$ cat src/bus_pkg.sv
`default_nettype none

package bus_pkg;

  // bus widths
  localparam int addr_w = 32;
  localparam int data_w = 32;
  localparam int id_w   = 4;

  // core-local interruptor window
  localparam logic [addr_w-1:0] clint_base = 32'h0200_0000;
  localparam logic [addr_w-1:0] clint_size = 32'h0001_0000; // 64 KiB

  // mtime halves, offsets inside the window
  localparam logic [15:0] mtime_lo_off = 16'hbff8;
  localparam logic [15:0] mtime_hi_off = 16'hbffc;

  // AXI4 response codes
  localparam logic [1:0] resp_okay   = 2'b00;
  localparam logic [1:0] resp_slverr = 2'b10;

  // single-beat transfers only
  localparam logic [1:0] burst_incr = 2'b01;
  localparam logic [2:0] size_word  = 3'b010; // 4 bytes

  // read ids tagged by the arbiter
  localparam logic [id_w-1:0] fetch_id = 4'd0;
  localparam logic [id_w-1:0] lsu_id   = 4'd1;

  // machine timer, seen as one count or as two bus words
  typedef union packed {
    logic [2*data_w-1:0] count;
    struct packed {
      logic [data_w-1:0] hi;
      logic [data_w-1:0] lo;
    } word;
  } mtime_t;

endpackage

`default_nettype wire
$ cat src/core_bus_top.sv
`timescale 1ns/1ps
`default_nettype none

module core_bus_top (
  input  wire                         clock,
  input  wire                         reset,

  // fetch read port
  input  wire                         fetch_arvalid,
  output logic                        fetch_arready,
  input  wire  [bus_pkg::addr_w-1:0]  fetch_araddr,
  output logic                        fetch_rvalid,
  input  wire                         fetch_rready,
  output logic [bus_pkg::data_w-1:0]  fetch_rdata,
  output logic [1:0]                  fetch_rresp,

  // load/store read port
  input  wire                         lsu_arvalid,
  output logic                        lsu_arready,
  input  wire  [bus_pkg::addr_w-1:0]  lsu_araddr,
  input  wire  [2:0]                  lsu_arsize,
  output logic                        lsu_rvalid,
  input  wire                         lsu_rready,
  output logic [bus_pkg::data_w-1:0]  lsu_rdata,
  output logic [1:0]                  lsu_rresp,

  // load/store write port
  input  wire                         lsu_awvalid,
  output logic                        lsu_awready,
  input  wire  [bus_pkg::addr_w-1:0]  lsu_awaddr,
  input  wire  [2:0]                  lsu_awsize,
  input  wire                         lsu_wvalid,
  output logic                        lsu_wready,
  input  wire  [bus_pkg::data_w-1:0]  lsu_wdata,
  input  wire  [3:0]                  lsu_wstrb,
  output logic                        lsu_bvalid,
  input  wire                         lsu_bready,
  output logic [1:0]                  lsu_bresp,

  // external AXI4 master
  input  wire                         io_master_awready,
  output logic                        io_master_awvalid,
  output logic [bus_pkg::addr_w-1:0]  io_master_awaddr,
  output logic [bus_pkg::id_w-1:0]    io_master_awid,
  output logic [7:0]                  io_master_awlen,
  output logic [2:0]                  io_master_awsize,
  output logic [1:0]                  io_master_awburst,
  input  wire                         io_master_wready,
  output logic                        io_master_wvalid,
  output logic [bus_pkg::data_w-1:0]  io_master_wdata,
  output logic [3:0]                  io_master_wstrb,
  output logic                        io_master_wlast,
  output logic                        io_master_bready,
  input  wire                         io_master_bvalid,
  input  wire  [1:0]                  io_master_bresp,
  input  wire                         io_master_arready,
  output logic                        io_master_arvalid,
  output logic [bus_pkg::addr_w-1:0]  io_master_araddr,
  output logic [bus_pkg::id_w-1:0]    io_master_arid,
  output logic [7:0]                  io_master_arlen,
  output logic [2:0]                  io_master_arsize,
  output logic [1:0]                  io_master_arburst,
  output logic                        io_master_rready,
  input  wire                         io_master_rvalid,
  input  wire  [1:0]                  io_master_rresp,
  input  wire  [bus_pkg::data_w-1:0]  io_master_rdata,
  input  wire  [bus_pkg::id_w-1:0]    io_master_rid
);

  // granted read channel, arbiter to router
  logic                        gnt_arvalid;
  logic                        gnt_arready;
  logic [bus_pkg::addr_w-1:0]  gnt_araddr;
  logic [bus_pkg::id_w-1:0]    gnt_arid;
  logic [2:0]                  gnt_arsize;
  logic                        gnt_rvalid;
  logic                        gnt_rready;
  logic [bus_pkg::data_w-1:0]  gnt_rdata;
  logic [1:0]                  gnt_rresp;
  logic [bus_pkg::id_w-1:0]    gnt_rid;

  // router to timer
  logic                        clint_arvalid;
  logic                        clint_arready;
  logic [bus_pkg::addr_w-1:0]  clint_araddr;
  logic [bus_pkg::id_w-1:0]    clint_arid;
  logic                        clint_rvalid;
  logic                        clint_rready;
  logic [bus_pkg::data_w-1:0]  clint_rdata;
  logic [1:0]                  clint_rresp;
  logic [bus_pkg::id_w-1:0]    clint_rid;

  // writes bypass the read path entirely
  assign io_master_awvalid = lsu_awvalid;
  assign io_master_awaddr  = lsu_awaddr;
  assign io_master_awid    = bus_pkg::lsu_id;
  assign io_master_awlen   = 8'd0;               // single beat
  assign io_master_awsize  = lsu_awsize;
  assign io_master_awburst = bus_pkg::burst_incr;
  assign lsu_awready       = io_master_awready;
  assign io_master_wvalid  = lsu_wvalid;
  assign io_master_wdata   = lsu_wdata;
  assign io_master_wstrb   = lsu_wstrb;
  assign io_master_wlast   = 1'b1;
  assign lsu_wready        = io_master_wready;
  assign lsu_bvalid        = io_master_bvalid;
  assign lsu_bresp         = io_master_bresp;
  assign io_master_bready  = lsu_bready;

  assign io_master_arlen   = 8'd0;
  assign io_master_arburst = bus_pkg::burst_incr;

  bus_arbiter u_arbiter (
    .clock(clock), .reset(reset),
    .fetch_arvalid(fetch_arvalid), .fetch_arready(fetch_arready),
    .fetch_araddr(fetch_araddr),
    .fetch_rvalid(fetch_rvalid), .fetch_rready(fetch_rready),
    .fetch_rdata(fetch_rdata), .fetch_rresp(fetch_rresp),
    .lsu_arvalid(lsu_arvalid), .lsu_arready(lsu_arready),
    .lsu_araddr(lsu_araddr), .lsu_arsize(lsu_arsize),
    .lsu_rvalid(lsu_rvalid), .lsu_rready(lsu_rready),
    .lsu_rdata(lsu_rdata), .lsu_rresp(lsu_rresp),
    .gnt_arvalid(gnt_arvalid), .gnt_arready(gnt_arready),
    .gnt_araddr(gnt_araddr), .gnt_arid(gnt_arid), .gnt_arsize(gnt_arsize),
    .gnt_rvalid(gnt_rvalid), .gnt_rready(gnt_rready),
    .gnt_rdata(gnt_rdata), .gnt_rresp(gnt_rresp), .gnt_rid(gnt_rid)
  );

  read_router u_router (
    .clock(clock), .reset(reset),
    .gnt_arvalid(gnt_arvalid), .gnt_arready(gnt_arready),
    .gnt_araddr(gnt_araddr), .gnt_arid(gnt_arid), .gnt_arsize(gnt_arsize),
    .gnt_rvalid(gnt_rvalid), .gnt_rready(gnt_rready),
    .gnt_rdata(gnt_rdata), .gnt_rresp(gnt_rresp), .gnt_rid(gnt_rid),
    .clint_arvalid(clint_arvalid), .clint_arready(clint_arready),
    .clint_araddr(clint_araddr), .clint_arid(clint_arid),
    .clint_rvalid(clint_rvalid), .clint_rready(clint_rready),
    .clint_rdata(clint_rdata), .clint_rresp(clint_rresp), .clint_rid(clint_rid),
    .io_master_arvalid(io_master_arvalid), .io_master_arready(io_master_arready),
    .io_master_araddr(io_master_araddr), .io_master_arid(io_master_arid),
    .io_master_arsize(io_master_arsize),
    .io_master_rvalid(io_master_rvalid), .io_master_rready(io_master_rready),
    .io_master_rdata(io_master_rdata), .io_master_rresp(io_master_rresp),
    .io_master_rid(io_master_rid)
  );

  clint_timer u_clint (
    .clock(clock), .reset(reset),
    .clint_arvalid(clint_arvalid), .clint_arready(clint_arready),
    .clint_araddr(clint_araddr), .clint_arid(clint_arid),
    .clint_rvalid(clint_rvalid), .clint_rready(clint_rready),
    .clint_rdata(clint_rdata), .clint_rresp(clint_rresp), .clint_rid(clint_rid)
  );

endmodule

`default_nettype wire

$ cat src/bus_arbiter.sv
`timescale 1ns/1ps
`default_nettype none

module bus_arbiter (
  input  wire                         clock,
  input  wire                         reset,

  // fetch requester, always word sized
  input  wire                         fetch_arvalid,
  output logic                        fetch_arready,
  input  wire  [bus_pkg::addr_w-1:0]  fetch_araddr,
  output logic                        fetch_rvalid,
  input  wire                         fetch_rready,
  output logic [bus_pkg::data_w-1:0]  fetch_rdata,
  output logic [1:0]                  fetch_rresp,

  // load/store requester
  input  wire                         lsu_arvalid,
  output logic                        lsu_arready,
  input  wire  [bus_pkg::addr_w-1:0]  lsu_araddr,
  input  wire  [2:0]                  lsu_arsize,
  output logic                        lsu_rvalid,
  input  wire                         lsu_rready,
  output logic [bus_pkg::data_w-1:0]  lsu_rdata,
  output logic [1:0]                  lsu_rresp,

  // granted channel toward the router
  output logic                        gnt_arvalid,
  input  wire                         gnt_arready,
  output logic [bus_pkg::addr_w-1:0]  gnt_araddr,
  output logic [bus_pkg::id_w-1:0]    gnt_arid,
  output logic [2:0]                  gnt_arsize,
  input  wire                         gnt_rvalid,
  output logic                        gnt_rready,
  input  wire  [bus_pkg::data_w-1:0]  gnt_rdata,
  input  wire  [1:0]                  gnt_rresp,
  input  wire  [bus_pkg::id_w-1:0]    gnt_rid
);

  logic                      busy;       // a read is outstanding
  logic [bus_pkg::id_w-1:0]  owner_id;   // id of the request in flight
  logic                      sel_lsu;
  logic                      owner_lsu;
  logic                      id_match;
  logic                      ar_fire;
  logic                      r_fire;

  // load/store wins over fetch when both ask in the same cycle
  assign sel_lsu = lsu_arvalid;

  assign gnt_arvalid = !busy && (lsu_arvalid || fetch_arvalid);
  assign gnt_araddr  = sel_lsu ? lsu_araddr : fetch_araddr;
  assign gnt_arid    = sel_lsu ? bus_pkg::lsu_id : bus_pkg::fetch_id;
  assign gnt_arsize  = sel_lsu ? lsu_arsize : bus_pkg::size_word;

  // loser sees arready low until the winner's response is taken
  assign lsu_arready   = !busy && lsu_arvalid && gnt_arready;
  assign fetch_arready = !busy && !lsu_arvalid && fetch_arvalid && gnt_arready;

  assign ar_fire = gnt_arvalid && gnt_arready;

  // response goes to the recorded owner, never to a live requester
  assign owner_lsu = (owner_id == bus_pkg::lsu_id);
  assign id_match  = busy && (gnt_rid == owner_id);  // stray ids are held off

  assign lsu_rvalid   = gnt_rvalid && id_match && owner_lsu;
  assign fetch_rvalid = gnt_rvalid && id_match && !owner_lsu;
  assign lsu_rdata    = gnt_rdata;
  assign lsu_rresp    = gnt_rresp;
  assign fetch_rdata  = gnt_rdata;
  assign fetch_rresp  = gnt_rresp;

  assign gnt_rready = id_match && (owner_lsu ? lsu_rready : fetch_rready);
  assign r_fire     = gnt_rvalid && gnt_rready;

  always_ff @(posedge clock) begin
    if (reset) begin
      busy     <= 1'b0;
      owner_id <= bus_pkg::fetch_id;
    end else if (ar_fire) begin
      busy     <= 1'b1;
      owner_id <= gnt_arid;
    end else if (r_fire) begin
      busy <= 1'b0;  // next grant one cycle later
    end
  end

endmodule

`default_nettype wire

$ cat src/read_router.sv
`timescale 1ns/1ps
`default_nettype none

module read_router (
  input  wire                         clock,
  input  wire                         reset,

  // from the arbiter
  input  wire                         gnt_arvalid,
  output logic                        gnt_arready,
  input  wire  [bus_pkg::addr_w-1:0]  gnt_araddr,
  input  wire  [bus_pkg::id_w-1:0]    gnt_arid,
  input  wire  [2:0]                  gnt_arsize,
  output logic                        gnt_rvalid,
  input  wire                         gnt_rready,
  output logic [bus_pkg::data_w-1:0]  gnt_rdata,
  output logic [1:0]                  gnt_rresp,
  output logic [bus_pkg::id_w-1:0]    gnt_rid,

  // internal timer
  output logic                        clint_arvalid,
  input  wire                         clint_arready,
  output logic [bus_pkg::addr_w-1:0]  clint_araddr,
  output logic [bus_pkg::id_w-1:0]    clint_arid,
  input  wire                         clint_rvalid,
  output logic                        clint_rready,
  input  wire  [bus_pkg::data_w-1:0]  clint_rdata,
  input  wire  [1:0]                  clint_rresp,
  input  wire  [bus_pkg::id_w-1:0]    clint_rid,

  // external AXI4 read channels
  output logic                        io_master_arvalid,
  input  wire                         io_master_arready,
  output logic [bus_pkg::addr_w-1:0]  io_master_araddr,
  output logic [bus_pkg::id_w-1:0]    io_master_arid,
  output logic [2:0]                  io_master_arsize,
  input  wire                         io_master_rvalid,
  output logic                        io_master_rready,
  input  wire  [bus_pkg::data_w-1:0]  io_master_rdata,
  input  wire  [1:0]                  io_master_rresp,
  input  wire  [bus_pkg::id_w-1:0]    io_master_rid
);

  logic in_window;   // live decode of the request address
  logic tgt_clint;   // target of the read in flight

  assign in_window = (gnt_araddr >= bus_pkg::clint_base) &&
                     (gnt_araddr <  bus_pkg::clint_base + bus_pkg::clint_size);

  assign clint_arvalid = gnt_arvalid && in_window;
  assign clint_araddr  = gnt_araddr;
  assign clint_arid    = gnt_arid;

  assign io_master_arvalid = gnt_arvalid && !in_window;
  assign io_master_araddr  = gnt_araddr;
  assign io_master_arid    = gnt_arid;
  assign io_master_arsize  = gnt_arsize;

  assign gnt_arready = in_window ? clint_arready : io_master_arready;

  // the R mux follows the latched target, the address may have moved on
  always_ff @(posedge clock) begin
    if (reset)
      tgt_clint <= 1'b0;
    else if (gnt_arvalid && gnt_arready)
      tgt_clint <= in_window;
  end

  assign gnt_rvalid = tgt_clint ? clint_rvalid : io_master_rvalid;
  assign gnt_rdata  = tgt_clint ? clint_rdata  : io_master_rdata;
  assign gnt_rresp  = tgt_clint ? clint_rresp  : io_master_rresp;
  assign gnt_rid    = tgt_clint ? clint_rid    : io_master_rid;

  assign clint_rready     = tgt_clint && gnt_rready;
  assign io_master_rready = !tgt_clint && gnt_rready;

endmodule

`default_nettype wire

$ cat src/clint_timer.sv
`timescale 1ns/1ps
`default_nettype none

module clint_timer (
  input  wire                         clock,
  input  wire                         reset,

  // read-only AXI4 slave, single beat
  input  wire                         clint_arvalid,
  output logic                        clint_arready,
  input  wire  [bus_pkg::addr_w-1:0]  clint_araddr,
  input  wire  [bus_pkg::id_w-1:0]    clint_arid,
  output logic                        clint_rvalid,
  input  wire                         clint_rready,
  output logic [bus_pkg::data_w-1:0]  clint_rdata,
  output logic [1:0]                  clint_rresp,
  output logic [bus_pkg::id_w-1:0]    clint_rid
);

  bus_pkg::mtime_t mtime;
  logic            ar_fire;
  logic            r_fire;
  logic [15:0]     offset;   // only the low half selects a register

  assign ar_fire = clint_arvalid && clint_arready;
  assign r_fire  = clint_rvalid && clint_rready;
  assign offset  = clint_araddr[15:0];

  // free-running machine timer
  always_ff @(posedge clock) begin
    if (reset)
      mtime.count <= '0;
    else
      mtime.count <= mtime.count + 1'b1;
  end

  // arready comes up one cycle out of reset, drops while a response is pending
  always_ff @(posedge clock) begin
    if (reset) begin
      clint_arready <= 1'b0;
      clint_rvalid  <= 1'b0;
    end else if (ar_fire) begin
      clint_arready <= 1'b0;
      clint_rvalid  <= 1'b1;
    end else if (r_fire) begin
      clint_arready <= 1'b1;
      clint_rvalid  <= 1'b0;
    end else if (!clint_rvalid) begin
      clint_arready <= 1'b1;
    end
  end

  // response payload, held until accepted
  always_ff @(posedge clock) begin
    if (ar_fire) begin
      clint_rid <= clint_arid;
      case (offset)
        bus_pkg::mtime_lo_off: begin
          clint_rdata <= mtime.word.lo;
          clint_rresp <= bus_pkg::resp_okay;
        end
        bus_pkg::mtime_hi_off: begin
          clint_rdata <= mtime.word.hi;
          clint_rresp <= bus_pkg::resp_okay;
        end
        default: begin
          clint_rdata <= '0;   // unmapped offset in the window
          clint_rresp <= bus_pkg::resp_slverr;
        end
      endcase
    end
  end

endmodule

`default_nettype wire

$ cat config.mk
export PLATFORM = sky130hd
export DESIGN_NAME = core_bus_top
export DESIGN_NICKNAME = d
export VERILOG_FILES = /design/src/bus_pkg.sv /design/src/core_bus_top.sv /design/src/bus_arbiter.sv /design/src/read_router.sv /design/src/clint_timer.sv
export SDC_FILE = /design/constraint.sdc
export NUM_CORES = 1
export LEC_CHECK = 0
export BUFFER_PORTS_ARGS = -buffer_cell sky130_fd_sc_hd__buf_2
export CAP_MARGIN = 20
export CORE_AREA = 2 2 159 161
export DETAILED_ROUTE_END_ITERATION = 6
export DIE_AREA = 0 0 161 163
export GPL_TIMING_DRIVEN = 0
export PLACE_DENSITY_LB_ADDON = 0.08
export SLEW_MARGIN = 20
export SYNTH_ARGS = -nofsm -noshare
export SYNTH_HDL_FRONTEND = slang
export SYNTH_SLANG_ARGS = --single-unit
$ cat constraint.sdc
create_clock -name clock -period 2.44 [get_ports clock]
set_clock_uncertainty 0.15 [all_clocks]
set_input_delay 0.488 -clock clock [delete_from_list [all_inputs] [get_ports clock]]
set_output_delay 0.488 -clock clock [all_outputs]
set_load 0.02 [all_outputs]
# Word level (Yosys, flattened, before mapping)
# Index checks and enable logic that the tools add are counted.
[op_classes]
addsub = 1
magnitude_cmp = 2
eq_ne = 5
mux = 17
n_reduce_logical = 30
[op_table]
columns = ["cell", "count"]
rows = [
  ["64-bit by 1-bit adder with 64-bit output (second input constant)", 1],
  ["32-bit two-way mux", 2],
  ["32-bit one-hot mux with 2 select lines", 1],
  ["16-bit == test (second input constant)", 2],
  ["32-bit by 26-bit greater-or-equal comparator with 1-bit output (second input constant)", 1],
  ["32-bit by 26-bit < comparator with 1-bit output (second input constant)", 1],
  ["1-bit logical AND", 20],
  ["1-bit two-way mux", 10],
  ["1-bit zero test", 5],
  ["4-bit by 1-bit == test with 1-bit output (second input constant)", 1],
  ["4-bit == test", 1],
  ["2-bit two-way mux", 2],
  ["4-bit two-way mux", 1],
  ["2-bit nonzero test", 2],
  ["2-bit OR reduction", 2],
  ["3-bit two-way mux", 1],
  ["2-bit inequality test (second input constant)", 1],
  ["1-bit logical OR", 1],
]
[totals]
regBits = 110
input_bits = 192
out_inout_bits = 217
elab_cells = 64

# Depth between registers and ports, before layout
# Gate-level depths: netlist of run 1.
[depth]
word_depth = 8
ltp_mapped = 9
mapped_depth_nobuf = 6

# Cells and area by module
# Synthesis of run 1 repeated with hierarchy kept, for this count alone.
[hier_totals]
cells_unflattened = 864
hier_area_um2 = 7906.3
[by_module_without_submodules]
columns = ["mod", "instances", "cells_per_inst", "area_per_inst_um2", "seq_area_each_um2"]
rows = [
  ["clint_timer", 1, 491, 4783.3, 2432.3],
  ["read_router", 1, 135, 1187.4, 20.0],
  ["bus_arbiter", 1, 132, 1147.4, 40.0],
  ["core_bus_top", 1, 106, 788.3, 0.0],
]

# Least setup slack after synthesis of run 1
# Ideal clock, no wire load.
[synth_path]
path_kind = "input to output"
start = "in lsu_arvalid"
end = "out fetch_arready"
arrival_ps = 2308
required_ps = 1802
path_slack_ps = -506
cell_stages = 7
n_path_buf = 3
cell_sequence = "buf_2 > buf_2 > buf_2 > a22oi_1 > a21oi_1 > mux2i_1 > nor4b_1"
[synth_via]
elab_chain_len = 5
elab_cells_between_ends = 9
cone_classes = "2 x order compare; 2 x mux; 5 x reduce/logical"
[synth_lines]
columns = ["element", "line_no", "text"]
rows = [
  ["start: declaration", "core_bus_top.sv:18", "input wire lsu_arvalid,"],
  ["32-bit two-way mux", "bus_arbiter.sv:52", "assign gnt_araddr = sel_lsu ? lsu_araddr : fetch_araddr;"],
  ["32-bit by 26-bit greater-or-equal comparator with 1-bit output / 32-bit by 26-bit < comparator with 1-bit output (equally long branches)", "read_router.sv:47, read_router.sv:48", ""],
  ["1-bit logical AND", "read_router.sv:47", "assign in_window = (gnt_araddr >= bus_pkg::clint_base) &&"],
  ["1-bit two-way mux", "read_router.sv:59", "assign gnt_arready = in_window ? clint_arready : io_master_arready;"],
  ["1-bit logical AND (*)", "bus_arbiter.sv:58", "assign fetch_arready = !busy && !lsu_arvalid && fetch_arvalid && gnt_arready;"],
  ["end: declaration", "core_bus_top.sv:10", "output logic fetch_arready,"],
]
# Mark *: on every way between the ends. The rest lies on a longest branch, timed or not.

# Worst setup path in the final report of run 1
[layout_path]
start = "in lsu_araddr[20] (netlist bit)"
end = "out fetch_arready"
[layout_via]
elab_chain_len = 5
elab_cells_between_ends = 6
cone_classes = "2 x order compare; 2 x mux; 2 x reduce/logical"
[layout_lines]
columns = ["element", "line_no", "text"]
rows = [
  ["start: declaration", "core_bus_top.sv:20", "input wire [bus_pkg::addr_w-1:0] lsu_araddr,"],
  ["32-bit two-way mux (*)", "bus_arbiter.sv:52", ""],
  ["32-bit by 26-bit greater-or-equal comparator with 1-bit output / 32-bit by 26-bit < comparator with 1-bit output (equally long branches)", "read_router.sv:47, read_router.sv:48", ""],
  ["1-bit logical AND (*)", "read_router.sv:47", ""],
  ["1-bit two-way mux (*)", "read_router.sv:59", ""],
  ["1-bit logical AND (*)", "bus_arbiter.sv:58", ""],
]
# Marked as above.

==> key figures, run 1 <==
Logic synthesis
  • Distinct cell type count of the synthesized netlist: 52
  • Cell type with the largest total area after synthesis: sky130_fd_sc_hd__dfxtp_1
  • Synthesized flop and latch total: 103
  • Instance count of the mapped netlist: between 700 and 800
  • Post-synth EDFFs: 34
  • Post-synth design cell area: ~6900 µm²
  • Most common flop cell mapped by yosys: sky130_fd_sc_hd__dfxtp_1
  • List of most frequent post-synthesis cells: 142 x sky130_fd_sc_hd__buf_4, 93 x sky130_fd_sc_hd__nand2_1, 69 x sky130_fd_sc_hd__dfxtp_1
  • Sequential cell area fraction in the yosys report: 35.0%
  • Fraction of post-synthesis cell area in the top cell type by area: between 20 and 25%
  • Most frequently used cell type in the post-synthesis netlist: sky130_fd_sc_hd__buf_4
  • Ys Warns: 0
  • Cell types occupying the most area after synthesis: sky130_fd_sc_hd__dfxtp_1 20%, sky130_fd_sc_hd__buf_4 16%, sky130_fd_sc_hd__edfxtp_1 15%, sky130_fd_sc_hd__mux2_2 11%, sky130_fd_sc_hd__nand2_1 5.1%
  • Proportion of register bits with asynchronous set or reset after synthesis: 0%
  • Mean instance size in the synthesized netlist: between 8 and 9 µm²

Finish
  • Post-Route Utilization: between 30% and 40%
  • Net total in the final layout: 1338
  • Sequential cell area in the final layout: between 2000 and 2500 µm²
  • Synthesis-to-layout area growth: 41.9%
  • Fraction of layout instances using a drive strength above 1: roughly 54%
  • Area of the multi-input gates: between 3000 and 4000 µm²
  • Count of filler cells inserted in the layout: ~2600
  • Fin area: approximately 9700 µm²

Floorplanning
  • Core footprint: 24700 µm²
  • Row Count: 58
  • Top-level I/O count: around 410
  • Height of the chip: roughly 160 µm
  • Area of the die: roughly 26000 µm²
  • Die boundary width: 161 µm
  • Starting density of the core: between 20% and 30%

Flow run
  • Max-cap check violation count: 0

Global routing
  • Vias in the first global route: between 6000 and 7000
  • Total routing usage reported by global routing: a little over a fifth
  • Wire length of the first global-routing pass: between 40 and 50 mm
  • Global-route congestion overflow total: 0
  • Initial antenna violation count: 5
  • Pin count of the biggest net entering global routing: 18

Place
  • IO Port Bufs: 300
  • RD Place Congestion: 0.843
  • Hpwl dp: around 23 mm
  • Instance area after placement: just under 9000 µm²
  • Pre-CTS setup slack: -0.812 ns

Critical path
  • Crit path arrival time: about 1.9 ns
  • Worst reg2reg path startpoint: u_clint.mtime[17]
  • Required time reported for the critical path endpoint: between 1.5 and 2 ns
  • Critical Path Sink: fetch_arready
  • Endpoint type of the worst setup path: output port
  • Crit path launch: lsu_araddr[20]
  • Startpoint types: input pin
  • Register-to-register setup slack: 0.08 ns
  • Depth of the worst register-to-register path: 7
  • Worst Path Class, Setup: input pin to output port
  • Worst r2r dst: u_clint.mtime[56]
  • Critical path peak fanout: 3

Power
  • Total power divided by cell area: around 440 nW/µm²
  • Final Power: approximately 4.3 mW
  • Static power due to leakage: 4.07 nW
  • Worst vdd rail ir drop: around 0.28 mV

Clock network
  • TritonCTS clock tree: done
  • Deepest clock path buffer count: 2
  • Clock-pin transition on the worst setup and hold timing paths: about 0.070 ns
  • Clock insertion delay at the later pin of the skew report: approximately 0.36 ns
  • Root buf cell: sky130_fd_sc_hd__clkbuf_16
  • Number of buffers added by the clock tree synthesis step: 9
  • Sink Count: between 100 and 150
  • Hold-fix buffer count after cts: 0
  • Maximum level of the CTS H-tree: 3

Detailed routing
  • Routed vias/inst: 4.61
  • Drt initial violations: approximately 580
  • Count of vias placed by the detailed router: around 7000
  • Number of detailed-route iterations in the first pass: 5
  • Antenna Nets Post-Route: 0
  • Remaining design rule violation count: 0
  • Avg WL per Cell: 19.5 µm
  • Final Routed Wirelength: approximately 29 mm

Timing
  • Ratio of final minimum period to clock period: 103%
  • RSZ-0062 raised after global routing: true
  • Final Max Tran Viols: 0
  • Time the worst path needs with I/O delays and setup: roughly 2.5 ns
  • Final setup margin: -0.0802 ns
  • Max-Slew Margin vs Limit: 55.1%
  • Endpoints failing hold: 0
  • FMAX: approximately 0.40 GHz
  • Final Setup Violations: 2
  • Worst-Margin Slew: roughly 0.67 ns

Status
  • Violated checks: negative setup slack
  • Run status: finished with violations

Min path
  • Worst Hold Class: input pin to register
==> layout make-up <==
class                   instances  area share, %
clock buffers                  11           2.49
inverters                      19          0.771
plain buffers                 177           13.3
well taps                     330           4.24
repair buffers                317           17.5
diodes                          1         0.0257
repair inverters                1         0.0771
clock inverters                 5          0.565
flip-flops and latches        103           24.9
multi-input cells             517           36.2
==> power breakdown <==
group | switching, mW | internal [mW] | leakage, nW
sequential | 0.0137 | 1.76 | 0.932
combinational | 0.588 | 0.454 | 3.00
clock | 0.668 | 0.823 | 0.144
==> how the worst min path moves through the flow <==
stage / end / from / slack (ns) / cells past startpoint
2_1_floorplan: u_clint.mtime[0] / u_clint.mtime[0] / 0.29 / 1
3_3_place_gp: u_clint.mtime[49] / u_clint.mtime[49] / 0.34 / 2
3_5_place_dp: u_clint.mtime[0] / u_clint.mtime[0] / 0.34 / 1
4_1_cts: u_clint.clint_rid[0] / lsu_arvalid / 0.23 / 1
5_1_grt: u_clint.clint_rid[0] / lsu_arvalid / 0.23 / 1
6_report: u_clint.clint_rid[0] / lsu_arvalid / 0.24 / 1
==> registers in the layout, summed over array words and instances (netlist names) <==
signal                 flops
u_clint.clint_rid          1
u_clint.clint_rvalid       1
u_clint.clint_arready      1
u_arbiter.owner_id         1
u_clint.mtime             64
u_router.tgt_clint         1
u_clint.clint_rdata       32
u_arbiter.busy             1
u_clint.clint_rresp        1
==> layer usage <==
layer / GRT usage (%) / wire length [µm] / vias up / part of all wire [%]
met5: 0 / 0 / - / 0
met4: 3.37 / 249 / 0 / 0.86
met3: 4.15 / 2170 / 15 / 7.5
met2: 32.6 / 12800 / 265 / 45
met1: 30.2 / 13600 / 3223 / 47
li1: - / - / 3319 / -
==> placed cells by master (no fill, tap or decap), types with 14 or more instances in the layout <==
master,netlist,routed
sky130_fd_sc_hd__a21oi_1,56,48
sky130_fd_sc_hd__buf_2,7,291
sky130_fd_sc_hd__buf_4,142,164
sky130_fd_sc_hd__clkbuf_1,23,16
sky130_fd_sc_hd__conb_1,2,28
sky130_fd_sc_hd__dfxtp_1,69,59
sky130_fd_sc_hd__edfxtp_1,34,34
sky130_fd_sc_hd__inv_1,19,17
sky130_fd_sc_hd__mux2_2,67,65
sky130_fd_sc_hd__nand2_1,93,93
sky130_fd_sc_hd__nand3_1,28,27
sky130_fd_sc_hd__nand4_1,14,14
sky130_fd_sc_hd__nor2_1,48,47
sky130_fd_sc_hd__nor3_1,14,14
sky130_fd_sc_hd__or4_1,15,14
sky130_fd_sc_hd__xnor2_1,20,20
==> per-stage QoR <==
| stage | hold slack, ns | instances | setup TNS (ns) |
|---|---|---|---|
| global placement | 0.339 | 1448 | -78.79 |
| finish | 0.237 | 1481 | -0.139 |
| detailed placement | 0.344 | 1448 | -79.40 |
| global route | 0.233 | 1480 | -0.384 |
| floorplan | 0.291 | 818 | -0.185 |
| CTS | 0.227 | 1474 | -0.133 |
==> repair_timing <==
item	in CTS	in global routing
endpoints found under the hold margin	0	0
setup endpoints to repair	189	78
gates resized for setup	72	38
pin swaps	12	7
gates cloned	1	0
setup buffers	10	7
==> worst max-delay path: stages <==
cell	delay, ns
sky130_fd_sc_hd__buf_6	0.10
sky130_fd_sc_hd__nor4_4	0.28
sky130_fd_sc_hd__nand4_1	0.23
sky130_fd_sc_hd__a21oi_4	0.25
sky130_fd_sc_hd__mux2i_4	0.32
sky130_fd_sc_hd__nor4b_4	0.07
sky130_fd_sc_hd__buf_6	0.14
==> logic make-up after synthesis <==
group / Yosys count / share of synthesized area [%]
compound gates: 105 / 9.29
other cells: 2 / 0.109
fa+ha+maj: 1 / 0.182
simple gates: 284 / 21.4
xor+xnor: 29 / 3.70
flops: 103 / 35.0
mux: 70 / 11.4
buf+inv: 198 / 18.9
(Power assumes the default switching activity.)
==> run 2, diff against run 1 <==
--- a/config.mk
+++ b/config.mk
@@ -5,12 +5,12 @@
 export SDC_FILE = /design/constraint.sdc
 export NUM_CORES = 1
 export LEC_CHECK = 0
+export ABC_CLOCK_PERIOD_IN_PS = 2440
 export BUFFER_PORTS_ARGS = -buffer_cell sky130_fd_sc_hd__buf_2
 export CAP_MARGIN = 20
 export CORE_AREA = 2 2 159 161
 export DETAILED_ROUTE_END_ITERATION = 6
 export DIE_AREA = 0 0 161 163
-export GPL_TIMING_DRIVEN = 0
 export PLACE_DENSITY_LB_ADDON = 0.08
 export SLEW_MARGIN = 20
 export SYNTH_ARGS = -nofsm -noshare
==> run 2 against run 1 <==
Critical path depth is 1 higher. The run still ends with negative setup slack left. Combinational power down 33%. Routed wire length shrank 8.0%. Largest cell class unchanged. Register-to-register slack gained 0.08 ns. Clock power fell by 3%. Power decreased by 9.3%. Highest routed layer is now met5. Sequential share of layout area increased by 3.5 points.
==> key figures, run 2 (same netlist as run 1, synthesis figures left out) <==
Clock network
  • Deepest clock path buffer count: 2
  • Maximum level of the CTS H-tree: 3
  • Clock insertion delay at the later pin of the skew report: 0.36 ns
  • Root buf cell: sky130_fd_sc_hd__clkbuf_16
  • Clock-pin transition on the worst setup and hold timing paths: about 0.070 ns
  • TritonCTS clock tree: done
  • Number of buffers added by the clock tree synthesis step: 9
  • Sink Count: between 100 and 150
  • Hold-fix buffer count after cts: 0

Timing
  • FMAX: between 0.3 and 0.4 GHz
  • Time the worst path needs with I/O delays and setup: 2.58 ns
  • Endpoints failing hold: 0
  • Final Setup Violations: 2
  • Worst hold slack: 0.359 ns
  • TNS Setup: -0.205 ns
  • RSZ-0062 raised after global routing: true
  • Final Max Tran Viols: 0
  • Ratio of final minimum period to clock period: 106%
  • Final setup margin: -0.137 ns

Finish
  • Top reg by flops: u_clint.mtime
  • Area of the multi-input gates: 3400 µm²
  • Number of flip-flops under the largest register name: 64
  • Post-Route Utilization: between 30% and 40%
  • Sequential cell area in the final layout: approximately 2400 µm²
  • Synthesis-to-layout area growth: 23.4%
  • Most frequent cells in the layout: 209 x sky130_fd_sc_hd__buf_2, 93 x sky130_fd_sc_hd__nand2_1, 77 x sky130_fd_sc_hd__buf_4, 68 x sky130_fd_sc_hd__dfxtp_1, 66 x sky130_fd_sc_hd__mux2_2
  • Net total in the final layout: between 1000 and 1500
  • Commonest non-fill, non-tap cell in the layout: sky130_fd_sc_hd__buf_2
  • Leading registers by flop count: u_clint.mtime x64, u_clint.clint_rdata x32
  • Fraction of layout instances using a drive strength above 1: 43.8%
  • Count of filler cells inserted in the layout: roughly 2700

Power
  • Cell Int Power: approximately 2.8 mW
  • Worst vdd rail ir drop: 0.286 mV
  • Switching power of the nets: 1.12 mW
  • Combinational fraction of design power: 17.7%
  • Static power due to leakage: 3.27 nW
  • Share of total power in the clock network: 36.9%
  • Seq pwr share: approximately 45%
  • Total power divided by cell area: about 460 nW/µm²
  • Final Power: about 4 mW
  • Switching part of the total: between 20% and 30%

Detailed routing
  • Number of detailed-route iterations in the first pass: 4
  • Routed vias/inst: roughly 4.7
  • Antenna Nets Post-Route: 0
  • Remaining design rule violation count: 0
  • Drt initial violations: 297
  • Final Routed Wirelength: 26.5 mm
  • Count of vias placed by the detailed router: just over 6000
  • Avg WL per Cell: between 20 and 25 µm

Min path
  • Worst Hold Class: register to register
  • Number of cells on the worst hold path: 2

Critical path
  • Critical path cell sequence: buf_6 > nor4_4 > nand4_1 > a21oi_2 > mux2i_2 > buf_4 > nor2_4 > buf_6
  • Startpoint types: input pin
  • Required time reported for the critical path endpoint: about 1.8 ns
  • Cell type with the highest occurrence count on the critical path: sky130_fd_sc_hd__buf_6
  • Cell with the biggest individual delay on the critical path: sky130_fd_sc_hd__mux2i_2
  • Depth of the worst register-to-register path: 6
  • Crit path arrival time: 1.94 ns
  • Delay contributed by the slowest stage of the critical path: approximately 0.32 ns
  • Critical path peak fanout: 2
  • Endpoint type of the worst setup path: output port
  • Worst Path Class, Setup: input pin to output port

Global routing
  • Wire length of the first global-routing pass: 38.4 mm
  • Pin count of the biggest net entering global routing: 34
  • Total routing usage reported by global routing: 19.6%
  • Vias in the first global route: between 5000 and 6000
  • Initial antenna violation count: 3
  • Global-route congestion overflow total: 0

Floorplanning
  • Starting density of the core: 27.8%
  • Core footprint: about 25000 µm²
  • Height of the chip: around 160 µm
  • Top-level I/O count: 409
  • Die boundary width: between 150 and 200 µm
  • Row Count: 58
  • Area of the die: 26200 µm²

Place
  • IO Port Bufs: between 200 and 250
  • Hpwl dp: roughly 22 mm
  • RD Place Congestion: approximately 0.85
  • Pre-CTS setup slack: -0.235 ns

Status
  • Run status: finished with violations
  • Violated checks: negative setup slack

Flow run
  • Max-cap check violation count: 0
run 2: changes by cell type in the layout (fill, tap and decap cells not counted), moves of 4 or more:
cell                       previous run  this run
sky130_fd_sc_hd__buf_4              164        77
sky130_fd_sc_hd__buf_2              291       209
sky130_fd_sc_hd__clkbuf_1            16         1
sky130_fd_sc_hd__dfxtp_1             59        68
sky130_fd_sc_hd__a21oi_1             48        55
sky130_fd_sc_hd__a21oi_2              7         1
sky130_fd_sc_hd__dfxtp_2              7         1
sky130_fd_sc_hd__buf_8                5         0
sky130_fd_sc_hd__and4_1               5         9
sky130_fd_sc_hd__buf_6               12        16
run 2: metrics by stage:
stage / instances / instance area, µm²
floorplan: 818 / 7010
global placement: 1268 / 7920
detailed placement: 1268 / 7920
CTS: 1294 / 8450
global route: 1292 / 8470
finish: 1293 / 8470
run 2: area by class of cell:
cell class	count	share of cell area (%)
clock buffers	12	3.03
clock inverters	4	0.354
multi-input cells	518	40.2
diodes	1	0.0295
repair buffers	306	22.3
well taps	330	4.87
flip-flops and latches	103	28.4
inverters	19	0.886
run 2: critical path, delay by kind of cell:
family	cells	cell delay, ns
AND/OR/NAND/NOR	3	0.48
buffers and inverters	3	0.40
multiplexers	1	0.32
AO/OA/AOI/OAI	1	0.24
run 2: repair_timing:
| action | in CTS | in global routing |
|---|---|---|
| cloned | 0 | 2 |
| gates resized for setup | 31 | 10 |
| endpoints found under the hold margin | 0 | 0 |
| endpoints found under the setup margin | 4 | 46 |
| buffers inserted | 10 | 1 |
| pin swaps | 12 | 3 |
run 2: final timing paths:
| path | from | endpoint | slack (ns) |
|---|---|---|---|
| worst min register to register | u_clint.mtime[14] | u_clint.mtime[14] | 0.36 |
| worst max-delay path | fetch_araddr[16] | lsu_arready | -0.14 |
| worst min-delay path | u_clint.mtime[14] | u_clint.mtime[14] | 0.36 |
| worst max register to register | u_clint.mtime[0] | u_clint.mtime[58] | 0.16 |
run 2: power groups by stage:
stage          logic [mW]  clock network [mW]  registers [mW]
4_1_cts             0.695                1.49            1.77
6_report            0.692                1.44            1.77
5_1_grt             0.741                1.55            1.78
3_5_place_dp        0.669                   0            1.81
3_3_place_gp        0.671                   0            1.81
2_1_floorplan       0.629                   0            1.81
run 2: layer usage:
metal  up-vias  routed length [µm]  GRT usage [%]
met5         -                 126           3.41
met4         2                 269           3.69
met3        18                3390           9.35
met2       245               11300           29.3
met1      2819               11500           25.5
li1       2949                   -              -
==> run 3, diff against run 2 <==
--- a/config.mk
+++ b/config.mk
@@ -8,9 +8,12 @@
 export ABC_CLOCK_PERIOD_IN_PS = 2440
 export BUFFER_PORTS_ARGS = -buffer_cell sky130_fd_sc_hd__buf_2
 export CAP_MARGIN = 20
-export CORE_AREA = 2 2 159 161
+export CORE_ASPECT_RATIO = 0.5
+export CORE_MARGIN = 2
+export CORE_UTILIZATION = 30
+export CTS_BUF_LIST = sky130_fd_sc_hd__clkbuf_4
 export DETAILED_ROUTE_END_ITERATION = 6
-export DIE_AREA = 0 0 161 163
+export GPL_ROUTABILITY_DRIVEN = 0
 export PLACE_DENSITY_LB_ADDON = 0.08
 export SLEW_MARGIN = 20
 export SYNTH_ARGS = -nofsm -noshare
==> run 3 against run 2 <==
The run still ends with negative setup slack left. Fmax grew 0.84%. Clock-buffer cell count shrank 3. Combinational power shrank 1%. Clock power shrank 40%. Final area grew 0.47%. Via count grew 1.5%. Flip-flop and latch count is the same. Sequential power is essentially flat. Sequential share of layout area shrank 0.060 points. Register-to-register slack lost 0.04 ns. Non-clock buffer count grew 15. Worst hold slack lost 0.066 ns. Critical path type unchanged.
==> key figures, run 3 (same netlist as run 1, synthesis figures left out) <==
Status
  • Run status: finished with violations
  • Violated checks: negative setup slack

Detailed routing
  • Antenna Nets Post-Route: 0
  • Final Routed Wirelength: between 20 and 25 mm
  • Number of detailed-route iterations in the first pass: 4
  • Remaining design rule violation count: 0
  • Routed vias/inst: ~4.8
  • Drt initial violations: roughly 400
  • Count of vias placed by the detailed router: 6126
  • Avg WL per Cell: ~19 µm

Critical path
  • Critical path peak fanout: 3
  • Register-to-register setup slack: 0.12 ns
  • Worst Path Class, Setup: input pin to output port
  • Startpoint types: input pin
  • Required time reported for the critical path endpoint: 1.80 ns
  • Endpoint type of the worst setup path: output port
  • Crit path arrival time: ~1.9 ns

Timing
  • RSZ-0062 raised after global routing: true
  • FMAX: ~0.39 GHz
  • Endpoints failing hold: 0
  • Max-Slew Margin vs Limit: a little under two thirds
  • Ratio of final minimum period to clock period: 105%
  • Time the worst path needs with I/O delays and setup: 2.56 ns
  • Worst-Margin Slew: 0.545 ns
  • Final Setup Violations: 2
  • Final setup margin: -0.116 ns
  • Final Max Tran Viols: 0

Floorplanning
  • Starting density of the core: 30.3%
  • Top-level I/O count: around 410
  • Core footprint: ~23000 µm²
  • Row Count: 39
  • Die boundary width: roughly 220 µm
  • Height of the chip: 111 µm
  • Area of the die: between 20000 and 25000 µm²

Global routing
  • Total routing usage reported by global routing: around a fifth
  • Initial antenna violation count: 1
  • Vias in the first global route: slightly below 6000
  • Global-route congestion overflow total: 0
  • Wire length of the first global-routing pass: between 30 and 40 mm
  • Pin count of the biggest net entering global routing: 47

Clock network
  • Maximum level of the CTS H-tree: 3
  • Hold-fix buffer count after cts: 0
  • TritonCTS clock tree: done
  • Clock insertion delay at the later pin of the skew report: 0.48 ns
  • Deepest clock path buffer count: 2
  • Number of buffers added by the clock tree synthesis step: 9
  • Sink Count: just over 100
  • Clock-pin transition on the worst setup and hold timing paths: 0.17 ns
  • Root buf cell: sky130_fd_sc_hd__clkbuf_4

Power
  • Static power due to leakage: about 3.3 nW
  • Final Power: about 3.3 mW
  • Worst vdd rail ir drop: around 0.21 mV
  • Total power divided by cell area: slightly below 400 nW/µm²

Finish
  • Synthesis-to-layout area growth: 24.0%
  • Fraction of layout instances using a drive strength above 1: roughly 46%
  • Most frequent cells in the layout: 209 x sky130_fd_sc_hd__buf_2, 92 x sky130_fd_sc_hd__nand2_1, 87 x sky130_fd_sc_hd__buf_4, 66 x sky130_fd_sc_hd__mux2_2, 65 x sky130_fd_sc_hd__dfxtp_1
  • Number of flip-flops under the largest register name: 64
  • Top reg by flops: u_clint.mtime
  • Leading registers by flop count: u_clint.mtime x64, u_clint.clint_rdata x32
  • Net total in the final layout: ~1200
  • Commonest non-fill, non-tap cell in the layout: sky130_fd_sc_hd__buf_2
  • Count of filler cells inserted in the layout: approximately 2400

Place
  • Hpwl dp: 18.8 mm
  • IO Port Bufs: roughly 220
  • Pre-CTS setup slack: -0.345 ns

Min path
  • Worst Hold Class: input pin to register

Flow run
  • Max-cap check violation count: 0
-- run 3: worst paths after layout --
path / startpoint / endpoint / cells past startpoint
setup / recovery: lsu_araddr[30] / fetch_arready / 7
hold / removal: reset / u_clint.mtime[50] / 2
setup reg to reg: u_clint.mtime[0] / u_clint.mtime[58] / 6
hold reg to reg: u_clint.mtime[45] / u_clint.mtime[45] / 2
-- run 3: layout make-up --
type | instances | area (µm²) | share of cell area [%]
Clock buffer | 9 | 67.6 | 0.794
Multi-Input combinational cell | 517 | 3450 | 40.5
Timing Repair Buffer | 321 | 2070 | 24.3
Antenna cell | 2 | 5.00 | 0.0588
Tap cell | 307 | 384 | 4.51
Inverter | 19 | 75.1 | 0.882
Clock inverter | 7 | 55.1 | 0.647
Sequential cell | 103 | 2410 | 28.3
-- run 3: critical path: stages --
cell and delay [ns]:
sky130_fd_sc_hd__buf_8 0.10, sky130_fd_sc_hd__nor4_4 0.26, sky130_fd_sc_hd__nand4_1 0.20, sky130_fd_sc_hd__a21oi_2 0.28, sky130_fd_sc_hd__mux2i_4 0.34, sky130_fd_sc_hd__nor4b_4 0.07
sky130_fd_sc_hd__buf_4 0.17
-- run 3: timing repair --
| action | in CTS | in global routing |
|---|---|---|
| cloned | 0 | 4 |
| gates resized for setup | 32 | 27 |
| pin swaps | 12 | 13 |
| endpoints found under the setup margin | 9 | 56 |
| buffers inserted | 9 | 9 |
-- run 3: per-stage QoR --
stage / cell area, µm² / util, % / hold WS (ns) / instances / setup TNS, ns
2_1_floorplan: 7010 / - / 0.291 / 818 / -0.185
3_3_place_gp: 7920 / 35.0 / 0.341 / 1249 / -6.37
3_5_place_dp: 7920 / 35.0 / 0.354 / 1249 / -6.33
4_1_cts: 8250 / 36.4 / 0.258 / 1273 / -0.240
5_1_grt: 8510 / 37.6 / 0.270 / 1284 / -0.493
6_report: 8510 / 37.6 / 0.294 / 1285 / -0.196
-- run 3: layer usage --
metal  global-route usage [%]  share of wire [%]
met1                     24.7                 45
met2                     29.6                 44
met3                     5.87                8.2
met4                     5.80                2.6
met5                     1.67               0.22
-- run 3: report_power, final --
| group | internal [mW] | switching (mW) |
|---|---|---|
| Sequential | 1.77 | 0.00991 |
| Combinational | 0.274 | 0.408 |
| Clock | 0.223 | 0.635 |
| Total | 2.26 | 1.05 |
